`src/soc_consts.svh`:
```
// Address map and register offsets of the SoC fabric
// Area prefix is mem_addr[31:30], core prefix is mem_addr[29:24]
// Areas 0 and 2 and unlisted core prefixes are unmapped and read zero
`ifndef SOC_CONSTS_SVH
`define SOC_CONSTS_SVH

// Address field positions
`define AREA_MSB 31
`define AREA_LSB 30
`define CORE_MSB 29
`define CORE_LSB 24
`define WORD_LSB 2
`define REG_ADDR_MSB 9

// Area and core prefixes
`define AREA_RAM 2'h1
`define AREA_MMIO 2'h3
`define CORE_TIMER 6'h01
`define CORE_FW_RAM 6'h10
`define CORE_SYS_CTRL 6'h3f

// Memory sizes in address bits of 32-bit words
`define RAM_ADDR_BITS 10
`define FW_RAM_ADDR_BITS 6

// Timer register offsets
`define TMR_CTRL 8'h00
`define TMR_STATUS 8'h01
`define TMR_PRESCALER 8'h02
`define TMR_VALUE 8'h03

// System control register offsets
`define SYS_NAME 8'h00
`define SYS_APP_MODE 8'h01
`define SYS_LED 8'h02
`define SYS_NAME_VALUE 32'h736f6331

`endif

```
`src/soc_pkg.sv`:
```
// Shared bus types of the SoC fabric
// Area enum values follow the prefixes in soc_consts.svh
`include "soc_consts.svh"

package soc_pkg;

  typedef logic [31:0] bus_word_t;
  typedef logic [3:0]  strobe_t;

  // Word address inside a register core, mem_addr[9:2]
  typedef logic [7:0]  reg_addr_t;

  // Areas 0 and 2 are not mapped in this fabric
  typedef enum logic [1:0] {
    AREA_BOOT = 2'h0,
    AREA_SRAM = `AREA_RAM,
    AREA_RSVD = 2'h2,
    AREA_IO   = `AREA_MMIO
  } area_e;

endpackage

```
`src/timer.sv`:
```
// Countdown timer, VALUE decrements once every PRESCALER+1 cycles
// CTRL bit 0 starts, bit 1 stops (stop wins); STATUS bit 0 is running
// Stops itself when VALUE reaches zero; VALUE is read-only while running
`timescale 1ns/1ns
`include "soc_consts.svh"

module timer (
  input  logic               clk,
  input  logic               reset_n,
  input  logic               cs,
  input  logic               we,
  input  soc_pkg::reg_addr_t address,
  input  soc_pkg::bus_word_t write_data,
  output soc_pkg::bus_word_t read_data,
  output logic               ready
);
  import soc_pkg::*;

  logic      running;
  bus_word_t prescaler_reg;
  bus_word_t value_reg;
  bus_word_t presc_cnt;

  always_ff @(posedge clk) begin
    if (!reset_n) begin
      running       <= 1'b0;
      prescaler_reg <= '0;
      value_reg     <= '0;
      presc_cnt     <= '0;
    end else begin
      // --------------------
      // Countdown
      // --------------------
      if (running) begin
        if (value_reg == '0) begin
          running <= 1'b0;
        end else if (presc_cnt >= prescaler_reg) begin
          presc_cnt <= '0;
          value_reg <= value_reg - 1'b1;
          if (value_reg == 32'h1) begin
            running <= 1'b0;
          end
        end else begin
          presc_cnt <= presc_cnt + 1'b1;
        end
      end

      // Bus writes take priority over the countdown
      if (cs && we) begin
        case (address)
          `TMR_CTRL: begin
            if (write_data[1]) begin
              running <= 1'b0;
            end else if (write_data[0]) begin
              running   <= 1'b1;
              presc_cnt <= '0;
            end
          end
          `TMR_PRESCALER: prescaler_reg <= write_data;
          `TMR_VALUE: begin
            if (!running) begin
              value_reg <= write_data;
            end
          end
          default: ;
        endcase
      end
    end
  end

  always_comb begin
    case (address)
      `TMR_STATUS:    read_data = {31'h0, running};
      `TMR_PRESCALER: read_data = prescaler_reg;
      `TMR_VALUE:     read_data = value_reg;
      // CTRL is write-only
      default:        read_data = '0;
    endcase
  end

  assign ready = cs;

endmodule

```
`config.mk`:
```
export PLATFORM = sky130hd
export DESIGN_NAME = timer
export DESIGN_NICKNAME = d
export VERILOG_FILES = /design/src/soc_pkg.sv /design/src/timer.sv
export VERILOG_INCLUDE_DIRS = /design/src /design/src/src
export SDC_FILE = /design/constraint.sdc
export NUM_CORES = 1
export LEC_CHECK = 0
export ABC_AREA = 1
export BUFFER_PORTS_ARGS = -buffer_cell sky130_fd_sc_hd__buf_2
export CAP_MARGIN = 20
export CORE_AREA = 2 2 109 111
export DETAILED_ROUTE_END_ITERATION = 10
export DIE_AREA = 0 0 111 113
export GPL_TIMING_DRIVEN = 1
export PLACE_DENSITY = 0.81
export SYNTH_ARGS = -nofsm -noshare
export SYNTH_HDL_FRONTEND = slang
export SYNTH_SLANG_ARGS = --single-unit
```
`constraint.sdc`:
```
create_clock -name clk -period 2.65 [get_ports clk]
set_input_delay 0.53 -clock clk [delete_from_list [all_inputs] [get_ports clk]]
set_output_delay 0.53 -clock clk [all_outputs]
set_load 0.02 [all_outputs]
```
## Yosys cells after proc, flatten, opt, wreduce, memory -nomap -nowiden

Index checks and enable logic that the tools add are counted.

| word-level totals | value |
|---|---|
| register bits after elaboration | 97 |

| operators by class | value |
|---|---|
| add/subtract/negate cells | 2 |
| reduce and logical (&&, ||, !) cells | 4 |
| mux-type cells | 22 |
| equality and inequality tests | 4 |
| order comparisons | 1 |

Operator list:

| cell | number |
|---|---|
| $mux 32 | 13 |
| $pmux 32 s3 | 1 |
| $add 32x1->32 const B | 1 |
| $eq 32x1->1 const B | 1 |
| $ge 32x32->1 | 1 |
| $logic_not 32->1 | 1 |
| $sub 32x1->32 const B | 1 |
| $eq 8x2->1 const B | 2 |
| $eq 8x1->1 const B | 1 |
| $logic_not 8->1 | 1 |
| $mux 1 | 8 |
| $reduce_and 2->1 | 1 |
| $logic_and 1x1->1 | 1 |

## Depth between registers and ports, before layout

| depth | value |
|---|---|
| depth after elaboration | 9 |
| depth in mapped cells | 19 |
| mapped depth without buffers | 18 |

## Least setup slack after synthesis

No wires, ideal clock.

| path | value |
|---|---|
| path type | input to output |
| from | in address[3] |
| to | out read_data[10] |
| data arrival time | 1741 ps |
| setup slack | 379 ps |
| stages on the path | 7 |
| path buffers | 1 |
| cells stage by stage | or2_1 > nor2_2 > inv_2 > nor3_2 > inv_2 > clkbuf_1 > o22ai_1 |

| on the way | value |
|---|---|
| longest elaborated chain between the ends | 2 |
| elaborated cells between the ends (all ways) | 4 |
| those cells by class | 3 x eq/ne; 1 x mux |

RTL lines:

| item | RTL line | text |
|---|---|---|
| start, declared | timer.sv:12 | `input soc_pkg::reg_addr_t address,` |
| $eq 8x2->1 or $eq 8x1->1 (tied branches) | timer.sv:72 | `case (address)` |
| $pmux 32 s3 * | timer.sv:72 |  |
| end, declared | timer.sv:14 | `output soc_pkg::bus_word_t read_data,` |

Mark *: on every way between the ends. The rest lies on a longest branch, timed or not.

## Worst setup path after layout

| path | value |
|---|---|
| from | in address[3] |
| to | out read_data[21] |

Same word-level chain as after synthesis.

==> impl_metrics.yaml <==
floorplan:
  coreArea_um2: 11270
  die_h_um: 113
  design.die.area_um2: 12540
  io_pins: 77
  start_util_pct: 59.07
  num_rows: 39
  die_width_um: 111
routing:
  wl_per_cell_um: 15.09
  via_count: 6828
  wl_um: 18460
  ant_nets: 0
  drtIter0Drc: 682
  via_per_inst: 5.583
  route.detailed.drc: 0
  drt-pass1-iter-count: 6
outcome:
  status: "finished, final reports clean"
sta:
  rsz0062_at_grt: "no"
  drv_slew: 0
  max_freq_mhz: 401.0
  tightest_slew_ns: 0.6411
  period_needed_ns: 2.494
  tns_ns: 0
  finClkSkew_ns: 0.005691
  setup_viol: 0
  timing.final.crit_share_pct: 94.10
  hold_slack_ns: 0.4541
  slew_headroom_pct: 57.20
  hold_violations: 0
clock_tree:
  cts_sinks: 97
  ctsResizeCount: 0
  cts_buffer_depth: 2
  post_cts_buffers: 0
  htree_num_levels: 3
  cts_buffers: 9
  cts-root-buf: "clkbuf_16"
  cts_tree: "built"
  worst_skew_pair.late_latency_ns: 0.35
  clk_pin_slew_ns: 0.07
  ctsHoldBuffers: 0
worst_setup_path:
  crit_required_ns: 2.12
  rrSetupSlack_ns: 0.37
  arrival_ns: 1.96
  crit_cells: 8
  crit_type: "input port to output pin"
  crit_family: "buffers and inverters"
  crit_chain: "buf_2 > or2_1 > nor2_2 > inv_2 > nor3_2 > inv_2 > o22ai_1 > buf_2"
  crit_fanout: 32
  worst_setup_path_end_kind: "output pin"
  timing.rr.start: "prescaler_reg[15]"
  endpoint: "read_data[21]"
  slowest_delay_ns: 0.28
  rr_worst_depth: 16
  timing.rr.end: "value_reg[15]"
  cp_slowest_cell: "inv_2"
  crit_buf_inv: 4
  cp-start-kind: "input port"
  startpoint: "address[3]"
layout:
  syn_to_final_growth_pct: 10.88
  fin_nets: 1156
  final_common_cell: "nand2_1"
  final_cell_mix: "184 x nand2_1, 168 x inv_1, 107 x nor2_1"
  drive_above_1_share_pct: 13.80
  n_fill_cell: 1043
  antennaDiodeCount: 0
yosys:
  synth_fp_nets: 1100
  postSynthAreaPerCell_um2: 6.528
  seq_area_frac_synth_pct: 29.16
  syn_area_um2: 6659
  synthesis.instances: 1020
  ys_types: 49
  ys_seq_elements: 97
  yosysWarnings: 0
hold_path:
  holdCritPathClass: "input port to register"
grt:
  grt_pass1_vias: 6300
  grt_max_degree: 49
  grtUsageTotal_pct: 30.05
  grt_pass1_wl_um: 30550
  antenna_found_initial: 0
  grt_overflow: 0
placement:
  place_congestion: 0.9270
  port-buffer-count: 76
  dp.final_hpwl_um: 13800
power_and_ir_drop:
  power_density_nw_per_um2: 405.0
  ir_worst_vdd_mv: 0.4767
  p_leak_nw: 3.578
job:
  cap_violations: 0
## layer usage
metal  vias up  global-route usage, %  part of all wire [%]
met5         -                      0                     0
met4         0                  10.17                   2.5
met3        35                  5.785                   7.1
met2       252                  50.35                    47
met1      3116                  39.15                    44
li1       3425                      -                     -
## Yosys cell counts, drive strengths merged
master	number	area share [%]
a211oi	3	0.41
nor4	5	0.47
nor3b	1	0.11
o21a	2	0.23
a21o	3	0.34
a21oi	49	3.8
or2	7	0.66
nand4	37	3.7
nand2	193	12
buf	19	2.3
xnor2	3	0.39
inv	179	10
clkbuf	22	1.2
and2	1	0.094
a31oi	5	0.47
nand3b	2	0.23
o221ai	1	0.13
clkinv	1	0.056
dfxtp	97	29
nand3	95	7.2
ha	36	6.8
o21bai	3	0.34
xor2	12	1.6
nor2	125	8.1
nor3	19	1.9
o21ai	67	5.0
a31o	1	0.13
o22ai	31	2.9
a21boi	1	0.11
## worst min-delay path by stage
stage                                 start                end  slack (ns)  cells past startpoint
after global placement         value_reg[4]       value_reg[4]        0.47                      2
after detailed placement       value_reg[4]       value_reg[4]        0.47                      2
final                         write_data[0]   prescaler_reg[0]        0.45                      3
after CTS                     write_data[0]   prescaler_reg[0]        0.44                      3
after global routing          write_data[0]   prescaler_reg[0]        0.47                      3
after floorplan           prescaler_reg[15]  prescaler_reg[15]        0.45                      2
## power by group
part	internal [mW]	leakage [nW]	switching [mW]	total [mW]
Combinational	0.0467	2.64	0.0887	0.135
Clock	0.828	0.158	0.567	1.40
Sequential	1.46	0.781	0.000873	1.46
Total	2.33	3.58	0.657	2.99
## worst reg2reg max path, cell delays in order, from the launching register on
cell	delay [ns]
dfxtp_1	0.32
inv_1	0.08
ha_1	0.31
nand2_1	0.08
nor2_1	0.14
nand2_1	0.08
nor2_1	0.10
nor2_1	0.05
nand2_1	0.07
nand2_1	0.06
nand2_2	0.18
buf_4	0.30
nand2_1	0.11
nand2_1	0.07
nand2_1	0.05
o21bai_1	0.13
inv_1	0.05
## layout make-up
type	instances	area (um^2)	share of cell area, %
clock buffer	13	280.3	3.796
tap	143	178.9	2.423
inverter	180	678.2	9.185
sequential	97	1942	26.30
multi-input combinational	702	3801	51.48
timing repair buffer	86	467.9	6.338
clock inverter	2	35.03	0.4745
## kinds of logic (layout without fill, tap and decap cells)
kind of cell               Yosys count  in the layout  share of synthesized area [%]
and+or+nand+nor                    485            485                          34.44
AOI/OAI and AO/OA                  166            166                          13.90
buffers and inverters              221            281                          13.75
xor gates and xnor gates            15             15                          1.973
adders and majority gates           36             36                          6.764
DFF                                 97             97                          29.16
## through the flow
step	cell area (um^2)	setup slack [ns]	utilization (%)	std cells	total power [mW]
after floorplan	6659	0.3787	-	1020	1.572
after global placement	7068	0.2380	62.70	1208	1.623
after detailed placement	7068	0.1969	62.70	1208	1.624
after CTS	7383	0.1926	65.50	1223	3.004
after global routing	7383	0.05917	65.50	1223	3.074
final	7383	0.1565	65.50	1223	2.990
(Power assumes the default switching activity.)
