[src/soc_consts.svh]
// Address map and register offsets of the SoC fabric
// Area prefix is mem_addr[31:30], core prefix is mem_addr[29:24]
// Areas 0 and 2 and unlisted core prefixes are unmapped and read zero
`ifndef SOC_CONSTS_SVH
`define SOC_CONSTS_SVH

// Address field positions
`define AREA_MSB 31
`define AREA_LSB 30
`define CORE_MSB 29
`define CORE_LSB 24
`define WORD_LSB 2
`define REG_ADDR_MSB 9

// Area and core prefixes
`define AREA_RAM 2'h1
`define AREA_MMIO 2'h3
`define CORE_TIMER 6'h01
`define CORE_FW_RAM 6'h10
`define CORE_SYS_CTRL 6'h3f

// Memory sizes in address bits of 32-bit words
`define RAM_ADDR_BITS 10
`define FW_RAM_ADDR_BITS 6

// Timer register offsets
`define TMR_CTRL 8'h00
`define TMR_STATUS 8'h01
`define TMR_PRESCALER 8'h02
`define TMR_VALUE 8'h03

// System control register offsets
`define SYS_NAME 8'h00
`define SYS_APP_MODE 8'h01
`define SYS_LED 8'h02
`define SYS_NAME_VALUE 32'h736f6331

`endif

[src/soc_pkg.sv]
// Shared bus types of the SoC fabric
// Area enum values follow the prefixes in soc_consts.svh
`include "soc_consts.svh"

package soc_pkg;

  typedef logic [31:0] bus_word_t;
  typedef logic [3:0]  strobe_t;

  // Word address inside a register core, mem_addr[9:2]
  typedef logic [7:0]  reg_addr_t;

  // Areas 0 and 2 are not mapped in this fabric
  typedef enum logic [1:0] {
    AREA_BOOT = 2'h0,
    AREA_SRAM = `AREA_RAM,
    AREA_RSVD = 2'h2,
    AREA_IO   = `AREA_MMIO
  } area_e;

endpackage

[src/mem_decoder.sv]
// Address decoder and read mux for the single-word valid/ready bus
// Read data and ready are registered, so every access takes at least 1 cycle
// Unmapped areas and core prefixes complete at once and read zero
`timescale 1ns/1ns
`include "soc_consts.svh"

module mem_decoder (
  input  logic                            clk,
  input  logic                            reset_n,
  input  logic                            mem_valid,
  input  soc_pkg::bus_word_t              mem_addr,
  input  soc_pkg::bus_word_t              mem_wdata,
  input  soc_pkg::strobe_t                mem_wstrb,
  output logic                            mem_ready,
  output soc_pkg::bus_word_t              mem_rdata,
  output logic                            ram_cs,
  output soc_pkg::strobe_t                ram_we,
  output logic [`RAM_ADDR_BITS-1:0]       ram_address,
  output soc_pkg::bus_word_t              ram_write_data,
  input  soc_pkg::bus_word_t              ram_read_data,
  input  logic                            ram_ready,
  output logic                            fw_ram_cs,
  output soc_pkg::strobe_t                fw_ram_we,
  output logic [`FW_RAM_ADDR_BITS-1:0]    fw_ram_address,
  output soc_pkg::bus_word_t              fw_ram_write_data,
  input  soc_pkg::bus_word_t              fw_ram_read_data,
  input  logic                            fw_ram_ready,
  output logic                            timer_cs,
  output logic                            timer_we,
  output soc_pkg::reg_addr_t              timer_address,
  output soc_pkg::bus_word_t              timer_write_data,
  input  soc_pkg::bus_word_t              timer_read_data,
  input  logic                            timer_ready,
  output logic                            sys_ctrl_cs,
  output logic                            sys_ctrl_we,
  output soc_pkg::reg_addr_t              sys_ctrl_address,
  output soc_pkg::bus_word_t              sys_ctrl_write_data,
  input  soc_pkg::bus_word_t              sys_ctrl_read_data,
  input  logic                            sys_ctrl_ready
);
  import soc_pkg::*;

  area_e      area;
  logic [5:0] core;
  reg_addr_t  reg_addr;
  logic       pending;
  bus_word_t  rdata_new;
  logic       ready_new;

  assign area     = area_e'(mem_addr[`AREA_MSB:`AREA_LSB]);
  assign core     = mem_addr[`CORE_MSB:`CORE_LSB];
  assign reg_addr = mem_addr[`REG_ADDR_MSB:`WORD_LSB];

  // Request seen but not yet answered
  assign pending = mem_valid && !mem_ready;

  // Address, data and write enables fan out to all cores
  assign ram_we              = mem_wstrb;
  assign ram_address         = mem_addr[`RAM_ADDR_BITS+`WORD_LSB-1:`WORD_LSB];
  assign ram_write_data      = mem_wdata;
  assign fw_ram_we           = mem_wstrb;
  assign fw_ram_address      = mem_addr[`FW_RAM_ADDR_BITS+`WORD_LSB-1:`WORD_LSB];
  assign fw_ram_write_data   = mem_wdata;
  assign timer_we            = |mem_wstrb;
  assign timer_address       = reg_addr;
  assign timer_write_data    = mem_wdata;
  assign sys_ctrl_we         = |mem_wstrb;
  assign sys_ctrl_address    = reg_addr;
  assign sys_ctrl_write_data = mem_wdata;

  // --------------------
  // Chip select and read mux
  // --------------------
  always_comb begin
    ram_cs      = 1'b0;
    fw_ram_cs   = 1'b0;
    timer_cs    = 1'b0;
    sys_ctrl_cs = 1'b0;
    rdata_new   = '0;
    ready_new   = 1'b0;
    if (pending) begin
      case (area)
        AREA_SRAM: begin
          ram_cs    = 1'b1;
          rdata_new = ram_read_data;
          ready_new = ram_ready;
        end
        AREA_IO: begin
          case (core)
            `CORE_TIMER: begin
              timer_cs  = 1'b1;
              rdata_new = timer_read_data;
              ready_new = timer_ready;
            end
            `CORE_FW_RAM: begin
              fw_ram_cs = 1'b1;
              rdata_new = fw_ram_read_data;
              ready_new = fw_ram_ready;
            end
            `CORE_SYS_CTRL: begin
              sys_ctrl_cs = 1'b1;
              rdata_new   = sys_ctrl_read_data;
              ready_new   = sys_ctrl_ready;
            end
            // Unused core prefix
            default: ready_new = 1'b1;
          endcase
        end
        AREA_BOOT, AREA_RSVD: ready_new = 1'b1;
      endcase
    end
  end

  always_ff @(posedge clk) begin
    if (!reset_n) begin
      mem_rdata <= '0;
      mem_ready <= 1'b0;
    end else begin
      mem_rdata <= rdata_new;
      mem_ready <= ready_new;
    end
  end

endmodule

[config.mk]
export PLATFORM = sky130hd
export DESIGN_NAME = mem_decoder
export DESIGN_NICKNAME = d
export VERILOG_FILES = /design/src/soc_pkg.sv /design/src/mem_decoder.sv
export VERILOG_INCLUDE_DIRS = /design/src /design/src/src
export SDC_FILE = /design/constraint.sdc
export NUM_CORES = 1
export LEC_CHECK = 0
export BUFFER_PORTS_ARGS = -buffer_cell sky130_fd_sc_hd__buf_2
export CAP_MARGIN = 15
export CORE_AREA = 5 5 155 157
export CTS_BUF_LIST = sky130_fd_sc_hd__clkbuf_16
export DETAILED_ROUTE_END_ITERATION = 16
export DIE_AREA = 0 0 160 162
export GPL_TIMING_DRIVEN = 0
export HOLD_SLACK_MARGIN = 0.03
export PLACE_DENSITY = 0.56
export SLEW_MARGIN = 40
export SYNTH_ARGS = -nofsm -noshare
export SYNTH_HDL_FRONTEND = slang
export SYNTH_SLANG_ARGS = --single-unit
[constraint.sdc]
create_clock -name clk -period 1.75 [get_ports clk]
set_input_delay 0.2625 -clock clk [delete_from_list [all_inputs] [get_ports clk]]
set_output_delay 0.2625 -clock clk [all_outputs]
set_load 0.1 [all_outputs]
Word level (Yosys, flattened, before mapping):

Cells that the tools add are included.

* word-level logic and storage cells: 29
* flip-flop bits (word level): 33

* mux-type cells: 15
* eq/ne operators: 6
* reductions and logical operators: 6

Operators with widths (count)
* $pmux 32 s3: 1
* $pmux 32 s2: 1
* $mux 1: 11
* $eq 6x1->1 const B: 1
* $eq 6x5->1 const B: 1
* $eq 6x6->1 const B: 1
* $pmux 1 s3: 2
* $eq 2x2->1 const B: 2
* $reduce_or 4->1: 1
* $eq 2x1->1 const B: 1
* $logic_not 2->1: 1
* $reduce_and 2->1: 1
* $reduce_or 2->1: 1
* $logic_and 1x1->1: 1
* $logic_not 1->1: 1

Longest topological paths before layout:

* depth after elaboration: 4
* gate-level depth with buffers: 6

Least setup slack after synthesis:

No wires, ideal clock.

* path type: register to output
* start: register mem_ready
* end: output port ram_cs
* cell stages (with the launch flop): 2
* buffers on the path: 0
* path slack: -2199 ps
* required time: 1487 ps
* arrival time: 3687 ps
* cell sequence: dfxtp_1 -> nor4bb_1

* cells in the longest elaborated chain, start to end: 3

RTL lines
* start: declaration: line mem_decoder.sv:14 `output logic mem_ready,`
* start signal: assignment: line mem_decoder.sv:120 `mem_ready <= ready_new;`
* $logic_not 1->1: line mem_decoder.sv:55 `assign pending = mem_valid && !mem_ready;`
* $logic_and 1x1->1: line mem_decoder.sv:55
* $mux 1: line mem_decoder.sv:81 `if (pending) begin`
* end: declaration: line mem_decoder.sv:16 `output logic ram_cs,`

No other way between the ends.

Final worst setup path:

* start: input port mem_addr[29]
* end: output port fw_ram_cs

* cells in the longest elaborated chain, start to end: 4

RTL lines
* start: declaration: line mem_decoder.sv:11 `input soc_pkg::bus_word_t mem_addr,`
* $eq 6x5->1: line mem_decoder.sv:89 `case (core)`
* $mux 1: line mem_decoder.sv:89
* $mux 1: line mem_decoder.sv:82 `case (area)`
* $mux 1: line mem_decoder.sv:81
* end: declaration: line mem_decoder.sv:22 `output logic fw_ram_cs,`

No other way between the ends.

==> impl_metrics.ini <==
[run_status]
status = complete, but fails checks
failed_checks = setup timing

[worst_hold_path]
hold_depth = 2
min_to = mem_rdata[17]
hp-class = in2reg
hp-start = ram_read_data[17]

[power_and_ir_drop]
power_mw = 4.00
peakVddDrop_uv = 455
power.density_mw_per_mm2 = 704
cellLeakagePower_nw = 3.12

[clock_tree]
cts_buffers = 5
root_buffer = clkbuf_16
h-tree-depth = 2
cts_tree = yes
path_clk_slew_ps = 60
clkLatencyLatePin_ps = 280
cts.sink_count = 33
holdBufCountCts = 0
clock_path_buffers = 2

[timing]
final_hold_viol_count = 0
relSlewSlack_pct = 60.7
max_freq_mhz = 516
worst_slack_ps = -190
timing.hold.ws_ps = 183
slew_viol_final = 0
tightest_slew_ps = 590
final.period_utilization_pct = 111
fin_crit_ps = 1940
setup_viol = 2
fin_skew_ps = 14.2
rsz0062_at_grt = true

[routing]
drc = 0
vias = 3643
drtIter0Drc = 135
drt-total-wl_mm = 15.5
wire_per_inst_um = 15.6
dr.pass1.iters = 4
antenna_left = 0
vias_per_cell = 3.66

[yosys]
synth_area_mm2 = 0.00315
synth.net_count = 543
avgSynthCellArea_um2 = 9.26
synth_area_leaders = buf_4, dfxtp_1, a221oi_2
yosys.area.top_type = buf_4
ys_seq_area_share_pct = 21.0
synth_flop_cell = dfxtp_1
synth_top_area_share_pct = 40.6
ys_async_sr_fraction_pct = 0
yosys_warnings = 0
syn_inst = 340
synth_edf_count = 0
ys_seq_elements = 33
synth_cell_types = 28

[placement]
gp_congestion = 0.851
numPortBuffers = 353
dp.cells = 978
place_ws_ps = -885
hpwl_mm = 13.5

[die]
coreArea_mm2 = 0.0224
die-height_um = 162
ioPinCount = 410
dieArea_mm2 = 0.0259
initial_utilization_pct = 14.1
rows = 55
die_x_um = 160

[cells_and_area]
nets = 913
nFillCells = 2481
fin_cells = 996
multi_input_area_mm2 = 0.00116
drive_above_1_share_pct = 83.2
regArea_um2 = 664
finalCoreUtilization_pct = 25.4
syn_to_final_growth_pct = 80.6

[grt]
grt_pass1_vias = 3766
antenna_found_initial = 3
grtUsageTotal_pct = 10.8
grt_pass1_wl_mm = 22.0
grt_max_degree = 11
gr-total-overflow = 0

[critical_path]
worstSetupPathType = in2out
slowest_stage = or4_4
cp_top_family = simple AND/OR/NAND/NOR gates
r2r-end = mem_rdata[7]
slowest_delay_ps = 570
r2r-start = mem_ready
critPathMaxFanout = 3
rr_worst_depth = 5
start_kind = input port
reg2reg_setup_slack_ps = 220
cp.arrival_ps = 1680
path_buf_inv = 4
cp-end-kind = output pin
cp.required_ps = 1490
cp_cell_sequence = buf_6, or4_4, nor3b_4, buf_6, buf_12, nor2b_4, buf_12

[job]
cap_violations = 0
synthesized netlist by cell type, drive strengths merged, types with 2 or more instances:
master,count
a221oi,32
and2,2
and3,32
buf,175
clkbuf,14
dfxtp,33
nor2b,3
nor3b,2
o2bb2ai,33
or4,2
placed cells by master (no fill, tap or decap), types with 5 or more instances in the layout:
cell / Yosys / layout
buf_2: 1 / 349
buf_4: 170 / 178
and3_1: 32 / 32
dfxtp_1: 33 / 32
o2bb2ai_1: 33 / 30
a221oi_2: 24 / 24
a221oi_1: 8 / 8
clkbuf_1: 13 / 6
buf_6: 4 / 6
clkbuf_16: 0 / 6
clkbuf_2: 0 / 5
through the flow:
step / TNS (ps) / area (um^2)
floorplan: -931 / 3200
finish: -373 / 5680
CTS: -566 / 5660
global route: -624 / 5680
global placement: -20130 / 5320
detailed placement: -20590 / 5320
worst register-to-register path, stage by stage, from the launching register on:
cell	delay, ps
dfxtp_4	350
and3b_1	250
nand2_1	70
nor2_2	270
clkbuf_2	350
o2bb2ai_1	170
cell families after synthesis:
logic type / share of synthesized area [%]
AND/OR/NAND/NOR: 11.0
AO/OA/AOI/OAI: 23.6
flip-flops: 21.0
buffers and inverters: 44.1
XOR/XNOR: 0.278
power by group:
part | internal, mW | switching, mW | leakage, nW
sequential | 0.765 | 0.00416 | 0.268
clock | 0.511 | 0.316 | 0.0709
combinational | 0.540 | 1.87 | 2.79
how the worst max path moves through the flow:
stage,depth (start not counted),start,slack (ps),end
6_report,7,mem_addr[29],-190,fw_ram_cs
5_1_grt,7,mem_addr[26],-230,timer_cs
4_1_cts,7,mem_addr[25],-220,timer_cs
3_5_place_dp,6,mem_addr[27],-880,fw_ram_cs
3_3_place_gp,6,mem_addr[27],-870,timer_cs
2_1_floorplan,4,mem_addr[27],-420,fw_ram_cs
sequential cells by signal (all words and copies together) (netlist names):
name	flops
mem_ready	1
mem_rdata	32
repair_timing:
action | in CTS | in global routing
setup buffers | 11 | 1
gates cloned | 1 | 0
gates resized for setup | 25 | 9
pin swaps | 6 | 3
endpoints found under the setup margin | 36 | 17
layer usage:
metal  global-route usage, %  up-vias  part of all wire [%]
met5                       0        -                  0.15
li1                        -     1799                     -
met4                    2.23        4                   1.1
met3                    3.86       14                    11
met2                    21.0      256                    53
met1                    11.1     1570                    36
final cells by class:
type                    count  share of cell area (%)
multi-input cells         118                    20.4
repair buffers            365                    34.1
flip-flops and latches     33                    11.7
clock inverters             2                   0.154
plain buffers             187                    25.1
clock buffers               5                    2.20
well taps                 285                    6.27
diodes                      1                  0.0440
Note: power is estimated with default switching activity, not from simulation.
