File: src/soc_consts.svh
// Address map and register offsets of the SoC fabric
// Area prefix is mem_addr[31:30], core prefix is mem_addr[29:24]
// Areas 0 and 2 and unlisted core prefixes are unmapped and read zero
`ifndef SOC_CONSTS_SVH
`define SOC_CONSTS_SVH

// Address field positions
`define AREA_MSB 31
`define AREA_LSB 30
`define CORE_MSB 29
`define CORE_LSB 24
`define WORD_LSB 2
`define REG_ADDR_MSB 9

// Area and core prefixes
`define AREA_RAM 2'h1
`define AREA_MMIO 2'h3
`define CORE_TIMER 6'h01
`define CORE_FW_RAM 6'h10
`define CORE_SYS_CTRL 6'h3f

// Memory sizes in address bits of 32-bit words
`define RAM_ADDR_BITS 10
`define FW_RAM_ADDR_BITS 6

// Timer register offsets
`define TMR_CTRL 8'h00
`define TMR_STATUS 8'h01
`define TMR_PRESCALER 8'h02
`define TMR_VALUE 8'h03

// System control register offsets
`define SYS_NAME 8'h00
`define SYS_APP_MODE 8'h01
`define SYS_LED 8'h02
`define SYS_NAME_VALUE 32'h736f6331

`endif

File: src/soc_pkg.sv
// Shared bus types of the SoC fabric
// Area enum values follow the prefixes in soc_consts.svh
`include "soc_consts.svh"

package soc_pkg;

  typedef logic [31:0] bus_word_t;
  typedef logic [3:0]  strobe_t;

  // Word address inside a register core, mem_addr[9:2]
  typedef logic [7:0]  reg_addr_t;

  // Areas 0 and 2 are not mapped in this fabric
  typedef enum logic [1:0] {
    AREA_BOOT = 2'h0,
    AREA_SRAM = `AREA_RAM,
    AREA_RSVD = 2'h2,
    AREA_IO   = `AREA_MMIO
  } area_e;

endpackage

File: src/sys_ctrl.sv
// System control core with identification word, app mode flag and LEDs
// App mode is sticky: any write sets it and only reset clears it
`timescale 1ns/1ns
`include "soc_consts.svh"

module sys_ctrl (
  input  logic               clk,
  input  logic               reset_n,
  input  logic               cs,
  input  logic               we,
  input  soc_pkg::reg_addr_t address,
  input  soc_pkg::bus_word_t write_data,
  output soc_pkg::bus_word_t read_data,
  output logic               ready,
  output logic               fw_app_mode,
  output logic               led_r,
  output logic               led_g,
  output logic               led_b
);
  import soc_pkg::*;

  logic [2:0] led_reg;

  always_ff @(posedge clk) begin
    if (!reset_n) begin
      fw_app_mode <= 1'b0;
      led_reg     <= 3'b000;
    end else if (cs && we) begin
      if (address == `SYS_APP_MODE) begin
        fw_app_mode <= 1'b1;
      end
      if (address == `SYS_LED) begin
        led_reg <= write_data[2:0];
      end
    end
  end

  always_comb begin
    case (address)
      `SYS_NAME:     read_data = `SYS_NAME_VALUE;
      `SYS_APP_MODE: read_data = {31'h0, fw_app_mode};
      `SYS_LED:      read_data = {29'h0, led_reg};
      default:       read_data = '0;
    endcase
  end

  // Bit 2 red, bit 1 green, bit 0 blue
  assign led_r = led_reg[2];
  assign led_g = led_reg[1];
  assign led_b = led_reg[0];
  assign ready = cs;

endmodule

File: config.mk
export PLATFORM = sky130hd
export DESIGN_NAME = sys_ctrl
export DESIGN_NICKNAME = d
export VERILOG_FILES = /design/src/soc_pkg.sv /design/src/sys_ctrl.sv
export VERILOG_INCLUDE_DIRS = /design/src /design/src/src
export SDC_FILE = /design/constraint.sdc
export NUM_CORES = 1
export LEC_CHECK = 0
export ABC_AREA = 1
export BUFFER_PORTS_ARGS = -buffer_cell sky130_fd_sc_hd__buf_2
export CAP_MARGIN = 10
export CELL_PAD_IN_SITES_DETAIL_PLACEMENT = 1
export CELL_PAD_IN_SITES_GLOBAL_PLACEMENT = 1
export CORE_MARGIN = 2
export CORE_UTILIZATION = 17
export DETAILED_ROUTE_END_ITERATION = 10
export GPL_TIMING_DRIVEN = 0
export HOLD_SLACK_MARGIN = 0.03
export PLACE_DENSITY_LB_ADDON = 0.1
export SKIP_LAST_GASP = 1
export SYNTH_ARGS = -nofsm -noshare
export SYNTH_HDL_FRONTEND = slang
export SYNTH_SLANG_ARGS = --single-unit
File: constraint.sdc
create_clock -name clk -period 2.8 [get_ports clk]
set_clock_uncertainty 0.15 [all_clocks]
set_input_delay 0.28 -clock clk [delete_from_list [all_inputs] [get_ports clk]]
set_output_delay 0.28 -clock clk [all_outputs]
set_load 0.01 [all_outputs]
Word-level counts from Yosys, hierarchy flattened:

Cells that the tools add are included.

* equal/unequal tests: 2
* multiplexer cells: 1
* reduce and logical (&&, ||, !) cells: 4

Operator list (count)
* $pmux W31 S3: 1
* $eq A8 B1 Y1 const B: 1
* $eq A8 B2 Y1 const B: 1
* $logic_not A8 Y1: 1
* $reduce_and A2 Y1: 2
* $logic_and A1 B1 Y1: 1

* register bits: 4
* word-level logic and storage cells: 9

Depth between registers and ports, before layout:

Gate-level depths: netlist of run 1.

* word-level depth: 2
* mapped depth: 7
* depth with buffers taken out: 7

Worst setup path before layout of run 1:

OpenSTA, ideal clock, no wires.

* path kind: input-to-output
* start: in address[7]
* end: out read_data[13]
* arrival time: 1.199 ns
* data required time: 2.370 ns
* slack: 1.171 ns
* stages: 6
* path buffers: 1
* cells stage by stage: nor2_1 -> nand2_2 -> nor2_1 -> nand3_1 -> inv_1 -> buf_4

* longest elaborated chain between the ends: 2

Ends and longest elaborated chain
* start, declared: RTL line sys_ctrl.sv:11 `input soc_pkg::reg_addr_t address,`
* $eq A8 B2 Y1 (tied with other cells): RTL line sys_ctrl.sv:39 `case (address)`
* $pmux W31 S3 (*): RTL line sys_ctrl.sv:39
* end, declared: RTL line sys_ctrl.sv:13 `output soc_pkg::bus_word_t read_data,`

Mark *: on every way between the ends. The rest lies on a longest branch, timed or not.

Worst setup path in the final report of run 1:

* start: in address[7]
* end: out read_data[24]

Same word-level chain as after synthesis.

==> results.sh, run 1 <==
export IMPL_outcome="complete, no violations"
export IMPL_dr_pass1_iters=4
export IMPL_syn_inst=77
export IMPL_m1WireLength_um=500
export IMPL_timing_final_ws_setup_ps=889
export IMPL_core_um2=2980
export IMPL_ctsResizeCount=0
export IMPL_final_cell_mix="buf_2, buf_4, conb_1, inv_1, nor2_1"
export IMPL_cp_data_arrival_time_ps=1480
export IMPL_clock_latency_ps=230
export IMPL_wirelength_um=1220
export IMPL_die_area_um2=3540
export IMPL_clockBufferDepth=2
export IMPL_rsz0062_at_grt="no"
export IMPL_cp_end_kind="output pin"
export IMPL_tritoncts="built"
export IMPL_syn2layout_area_growth_pct=57.4
export IMPL_cts_root_buf="clkbuf_4"
export IMPL_grt_pass1_vias=452
export IMPL_layout_drive_gt1_share_pct=59.2
export IMPL_avgViaCountPerCell=3.33
export IMPL_grt_pass1_wl_um=1780
export IMPL_synth_cell_type_count=16
export IMPL_drc_errors=0
export IMPL_p_clk_share_pct=40.1
export IMPL_post_drt_wl_per_cell_um=7.50
export IMPL_ios=81
export IMPL_finalSetupTns_ps=0
export IMPL_largest_reg_flops=3
export IMPL_period_needed_ps=1910
export IMPL_drt_iter0_drc=6
export IMPL_h_tree_depth=1
export IMPL_initial_utilization_pct=17.6
export IMPL_cap_violations=0
export IMPL_final_nets=176
export IMPL_seq_power_share_pct=32.3
export IMPL_layout_commonest_cell="buf_2"
export IMPL_clk_pin_slew_ps=40
export IMPL_grt_max_degree=18
export IMPL_dp_slack_ps=852
export IMPL_fmax_mhz=523
export IMPL_hold_viol=0
export IMPL_top_layer="met3"
export IMPL_ys_seq_area_share_pct=15.3
export IMPL_hold_buffers=0
export IMPL_fin_cells=163
export IMPL_dp_hpwl_um=1100
export IMPL_gp_congestion=0.677
export IMPL_antenna_found_initial=0
export IMPL_period_share_pct=68.3
export IMPL_utilization_pct=27.6
export IMPL_dp_cells=160
export IMPL_grt_total_usage_pct=6.77
export IMPL_gr_total_overflow=0
export IMPL_fillCellCount=390
export IMPL_powerDensity_nw_per_um2=216
export IMPL_ir_worst_vdd_v=0.000109
export IMPL_antenna_left=0
export IMPL_crit_path_start_kind="input pin"
export IMPL_leakagePower_nw=0.570
export IMPL_required_ps=2370
export IMPL_port_buffers=39
export IMPL_die_height_um=59.5
export IMPL_p_int_w=0.000130
export IMPL_cts_buffers=3
export IMPL_postCtsSetupBuffers=0
export IMPL_setup_viol=0
export IMPL_clock_sinks=4
export IMPL_switching_share_pct=26.8
export IMPL_routed_wl_met3_um=92
export IMPL_comb_power_share_pct=27.6
export IMPL_vias=543
export IMPL_syn_area_um2=523
export IMPL_yosys_warnings=0
export IMPL_hold_path_class="input pin to register"
export IMPL_crit_path_max_fanout=17
export IMPL_met2_length_um=631
export IMPL_rrSetupSlack_ps=2050
export IMPL_diodes=0
export IMPL_power_total_w=0.000178
export IMPL_syn_avg_cell_area_um2=6.79
export IMPL_slew_viol_final=0
export IMPL_synth_seq_cells=4
export IMPL_die_w_um=59.5
export IMPL_p_switching_w=0.0000477
export IMPL_rows=20
export IMPL_worstSetupPathType="input pin to output pin"
worst paths after layout:
check,startpoint,to,cells after the start
max,address[7],read_data[24],8
min,reset_n,led_reg[0]$_SDFFE_PN0P_,3
max reg2reg,led_reg[0]$_SDFFE_PN0P_,led_reg[0]$_SDFFE_PN0P_,2
min reg2reg,fw_app_mode$_SDFFE_PN0P_,fw_app_mode$_SDFFE_PN0P_,2
Yosys cell counts:
cell type / n / share of area [%]
nor2_4: 2 / 4.3
buf_4: 29 / 42
and2_1: 1 / 1.2
nand2_2: 1 / 1.2
a21oi_1: 3 / 2.9
inv_1: 10 / 7.2
a21boi_1: 1 / 1.4
inv_2: 1 / 0.72
nor2_1: 9 / 6.5
nand3_1: 7 / 6.7
conb_1: 1 / 0.72
dfxtp_1: 4 / 15
clkinv_1: 1 / 0.72
nor2_8: 1 / 3.8
nand2_4: 1 / 2.2
nand2_1: 5 / 3.6
layout make-up:
cell class	instances	area (um^2)	share of cell area, %
inverters	12	45.0	5.47
flip-flops and latches	4	80.1	9.73
plain buffers	29	218	26.4
clock buffers	3	22.5	2.74
multi-input cells	43	221	26.9
well taps	33	41.3	5.02
repair buffers	39	195	23.7
power groups by stage:
stage / clock network (W) / logic, W / registers (W)
after floorplan: 0 / 0.0000336 / 0.0000583
after global placement: 0 / 0.0000481 / 0.0000583
after detailed placement: 0 / 0.0000488 / 0.0000583
after CTS: 0.0000748 / 0.0000489 / 0.0000574
after global routing: 0.0000814 / 0.0000539 / 0.0000573
final: 0.0000712 / 0.0000491 / 0.0000574
worst max-delay path, stage by stage:
cell and delay, ps:
buf_2 100, nor2_1 120, nand2_2 120, nor2_1 100, nand3_1 100, inv_1 350
buf_4 180, buf_2 120
routing by layer:
| metal | GRT usage, % | vias up |
|---|---|---|
| met3 | 2.84 | 0 |
| li1 | - | 296 |
| met2 | 12.2 | 23 |
| met4 | 2.92 | 0 |
| met1 | 6.67 | 224 |
| met5 | 0 | - |
cell families after synthesis:
group	Yosys count	synth area share, %
AOI/OAI and AO/OA	4	4.31
DFF	4	15.3
other	1	0.717
buffers and inverters	41	50.2
and+or+nand+nor	27	29.4
metrics by stage:
step / cell area, um^2 / hold slack [ps]
3_3_place_gp: 801 / 307
6_report: 823 / 158
3_5_place_dp: 801 / 317
2_1_floorplan: 564 / 251
4_1_cts: 823 / 149
5_1_grt: 823 / 149
No activity file was read; power rests on OpenSTA's default activity.
==> run 2, diff against run 1 <==
ABC_AREA = 0   (was 1)
CORE_UTILIZATION = 15   (was 17)
clock period = 2 ns   (was 2.8 ns; I/O delays follow)
==> run 2 against run 1 <==
The flow now finishes with violations (negative setup slack). Non-clock buffer count increased by 7. Die area increased by 3.8%. Count of clock-buffer cells in the layout unchanged. Worst hold slack got worse by 87 ps. Final cell count unchanged. Design area increased by 29%. Via count decreased by 0.37%. First-iteration DRC count decreased by 33%. Setup slack got worse by 900 ps. Clock power increased by 36%. Critical path depth unchanged. Largest power group unchanged. Highest routed layer unchanged.
==> results.sh, run 2 <==
export IMPL_post_drt_wl_per_cell_um=9.24
export IMPL_finalSetupTns_ps=-35.9
export IMPL_r2r_start="led_reg[2]$_SDFFE_PN0P_"
export IMPL_syn2layout_area_growth_pct=121
export IMPL_fmax_mhz=498
export IMPL_period_needed_ps=2010
export IMPL_wirelength_um=1510
export IMPL_yosys_top_cells_area="buf_4, dfxtp_1, mux2i_1, nand2_1, nor3_4"
export IMPL_cp_end_kind="output pin"
export IMPL_layout_drive_gt1_share_pct=69.7
export IMPL_die_height_um=60.6
export IMPL_yosysMostFrequentCell="buf_4"
export IMPL_clock_sinks=4
export IMPL_cp_data_arrival_time_ps=1660
export IMPL_dr_pass1_iters=4
export IMPL_powerDensity_nw_per_um2=236
export IMPL_antenna_left=0
export IMPL_grt_max_degree=8
export IMPL_leakagePower_nw=0.572
export IMPL_reg2reg_to="led_reg[2]$_SDFFE_PN0P_"
export IMPL_final_cell_mix="buf_6, buf_2, buf_4, conb_1, nand2_1"
export IMPL_yosys_warnings=0
export IMPL_p_int_w=0.000186
export IMPL_switching_share_pct=25.5
export IMPL_port_buffers=39
export IMPL_clockBufferDepth=2
export IMPL_outcome="finished with violations"
export IMPL_rsz0062_at_grt="yes"
export IMPL_rr_worst_depth=2
export IMPL_setup_viol=7
export IMPL_syn_avg_cell_area_um2=8.14
export IMPL_tritoncts="built"
export IMPL_diodes=0
export IMPL_rrSetupSlack_ps=1240
export IMPL_comb_power_share_pct=29.2
export IMPL_rows=20
export IMPL_p_switching_w=0.0000637
export IMPL_cts_root_buf="clkbuf_4"
export IMPL_vias=541
export IMPL_h_tree_depth=1
export IMPL_initial_utilization_pct=15.7
export IMPL_worstSetupPathType="input pin to output pin"
export IMPL_core_um2=3050
export IMPL_violations="negative setup slack"
export IMPL_hold_buffers=0
export IMPL_clk_pin_slew_ps=40
export IMPL_fillCellCount=387
export IMPL_gp_congestion=0.612
export IMPL_synth_common_cells="buf_4, nand2_1, dfxtp_1, mux2i_1"
export IMPL_ys_seq_area_share_pct=16.7
export IMPL_synth_largest_area_cell="buf_4"
export IMPL_hold_path_class="input pin to register"
export IMPL_p_clk_share_pct=38.7
export IMPL_placed_cell_area_um2=790
export IMPL_gr_total_overflow=0
export IMPL_layout_commonest_cell="buf_6"
export IMPL_grt_pass1_wl_um=2140
export IMPL_syn_area_um2=480
export IMPL_synth_seq_cells=4
export IMPL_ir_worst_vdd_v=0.000169
export IMPL_antenna_found_initial=0
export IMPL_drt_iter0_drc=4
export IMPL_grt_total_usage_pct=7.90
export IMPL_ios=81
export IMPL_synth_edf_count=0
export IMPL_final_nets=165
export IMPL_slew_viol_final=0
export IMPL_synth_top_area_share_pct=45.3
export IMPL_grt_pass1_vias=488
export IMPL_seq_power_share_pct=32.1
export IMPL_crit_path_max_fanout=7
export IMPL_cap_violations=0
export IMPL_die_area_um2=3670
export IMPL_drc_errors=0
export IMPL_synthFlopType="dfxtp_1"
export IMPL_async_flop_share_pct=0
export IMPL_dp_hpwl_um=1150
export IMPL_power_total_w=0.000250
export IMPL_final_cell_area_um2=1060
export IMPL_holdPathEnd="led_reg[1]$_SDFFE_PN0P_"
export IMPL_cts_buffers=3
export IMPL_largest_reg_flops=3
export IMPL_period_share_pct=100
export IMPL_timing_final_ws_setup_ps=-8.44
export IMPL_startpoint="address[3]"
export IMPL_hold_path_depth=3
export IMPL_die_w_um=60.6
export IMPL_avgViaCountPerCell=3.32
export IMPL_hp_start="write_data[1]"
export IMPL_clock_latency_ps=230
export IMPL_syn_inst=59
export IMPL_synth_cell_type_count=17
export IMPL_hold_viol=0
export IMPL_required_ps=1650
export IMPL_crit_path_start_kind="input pin"
## run 2: cell count changes after synthesis, sizes merged, moves of 2 or more
cell	before	now
mux2i	0	3
a21oi	3	1
and3	0	2
nor2	12	0
nor3	0	2
nand3	7	0
nor2b	0	2
inv	11	1
o21a	0	2
## run 2: worst max-delay path, stage by stage
cell	delay, ps
buf_6	90
or4_4	540
nor3_4	140
nor3b_4	250
buf_6	140
buf_12	110
buf_6	90
buf_6	90
## run 2: cells by family after synthesis
family	after synthesis	synth area share, %
buf+inv	30	46.1
simple gates	18	26.0
flops	4	16.7
compound gates	3	4.16
mux	3	6.25
other cells	1	0.781
## run 2: how the worst max path moves through the flow
| stage | end | slack, ps | cells past startpoint |
|---|---|---|---|
| after floorplan | read_data[13] | -20 | 4 |
| after global placement | read_data[22] | -310 | 6 |
| after detailed placement | read_data[24] | -350 | 6 |
| after CTS | read_data[24] | -70 | 8 |
| after global routing | read_data[24] | -110 | 8 |
| final | read_data[24] | -8 | 8 |
## run 2: power by group through the flow
stage | clock network [W] | registers [W] | logic [W]
after floorplan | 0 | 0.0000816 | 0.0000399
after global placement | 0 | 0.0000815 | 0.0000639
after detailed placement | 0 | 0.0000815 | 0.0000653
after CTS | 0.000102 | 0.0000803 | 0.0000708
after global routing | 0.000104 | 0.0000803 | 0.0000792
final | 0.0000968 | 0.0000803 | 0.0000729
## run 2: metrics by stage
step | utilization (%) | hold WS, ps | setup WS [ps] | std cells
finish | 34.8 | 71.5 | -8.44 | 163
global route | 34.8 | 92.6 | -110 | 163
CTS | 34.6 | 67.1 | -65.2 | 163
detailed placement | 25.9 | 312 | -354 | 153
global placement | 25.9 | 301 | -310 | 153
floorplan | - | 168 | -16.0 | 70
## run 2: cell type report
cell class                 instances  area, um^2  share of cell area, %
multi-input combinational         36         238                   22.4
timing repair buffer              46         384                   36.2
tap                               44        55.1                   5.19
sequential                         4        80.1                   7.55
clock buffer                       3        22.5                   2.12
buffer                            29         278                   26.2
inverter                           1        3.75                  0.354
## run 2: repair_timing
item,CTS,global route
gates cloned,1,0
resized for setup,32,6
endpoints found under the setup margin,17,17
setup buffers,6,1
pin swaps,2,2
## run 2: per-layer routing
metal	global-route usage [%]	vias to the layer above	wire length, um
li1	-	274	-
met1	7.32	240	526
met2	16.7	27	864
met3	1.28	0	116
met4	2.80	0	0
met5	0	-	0
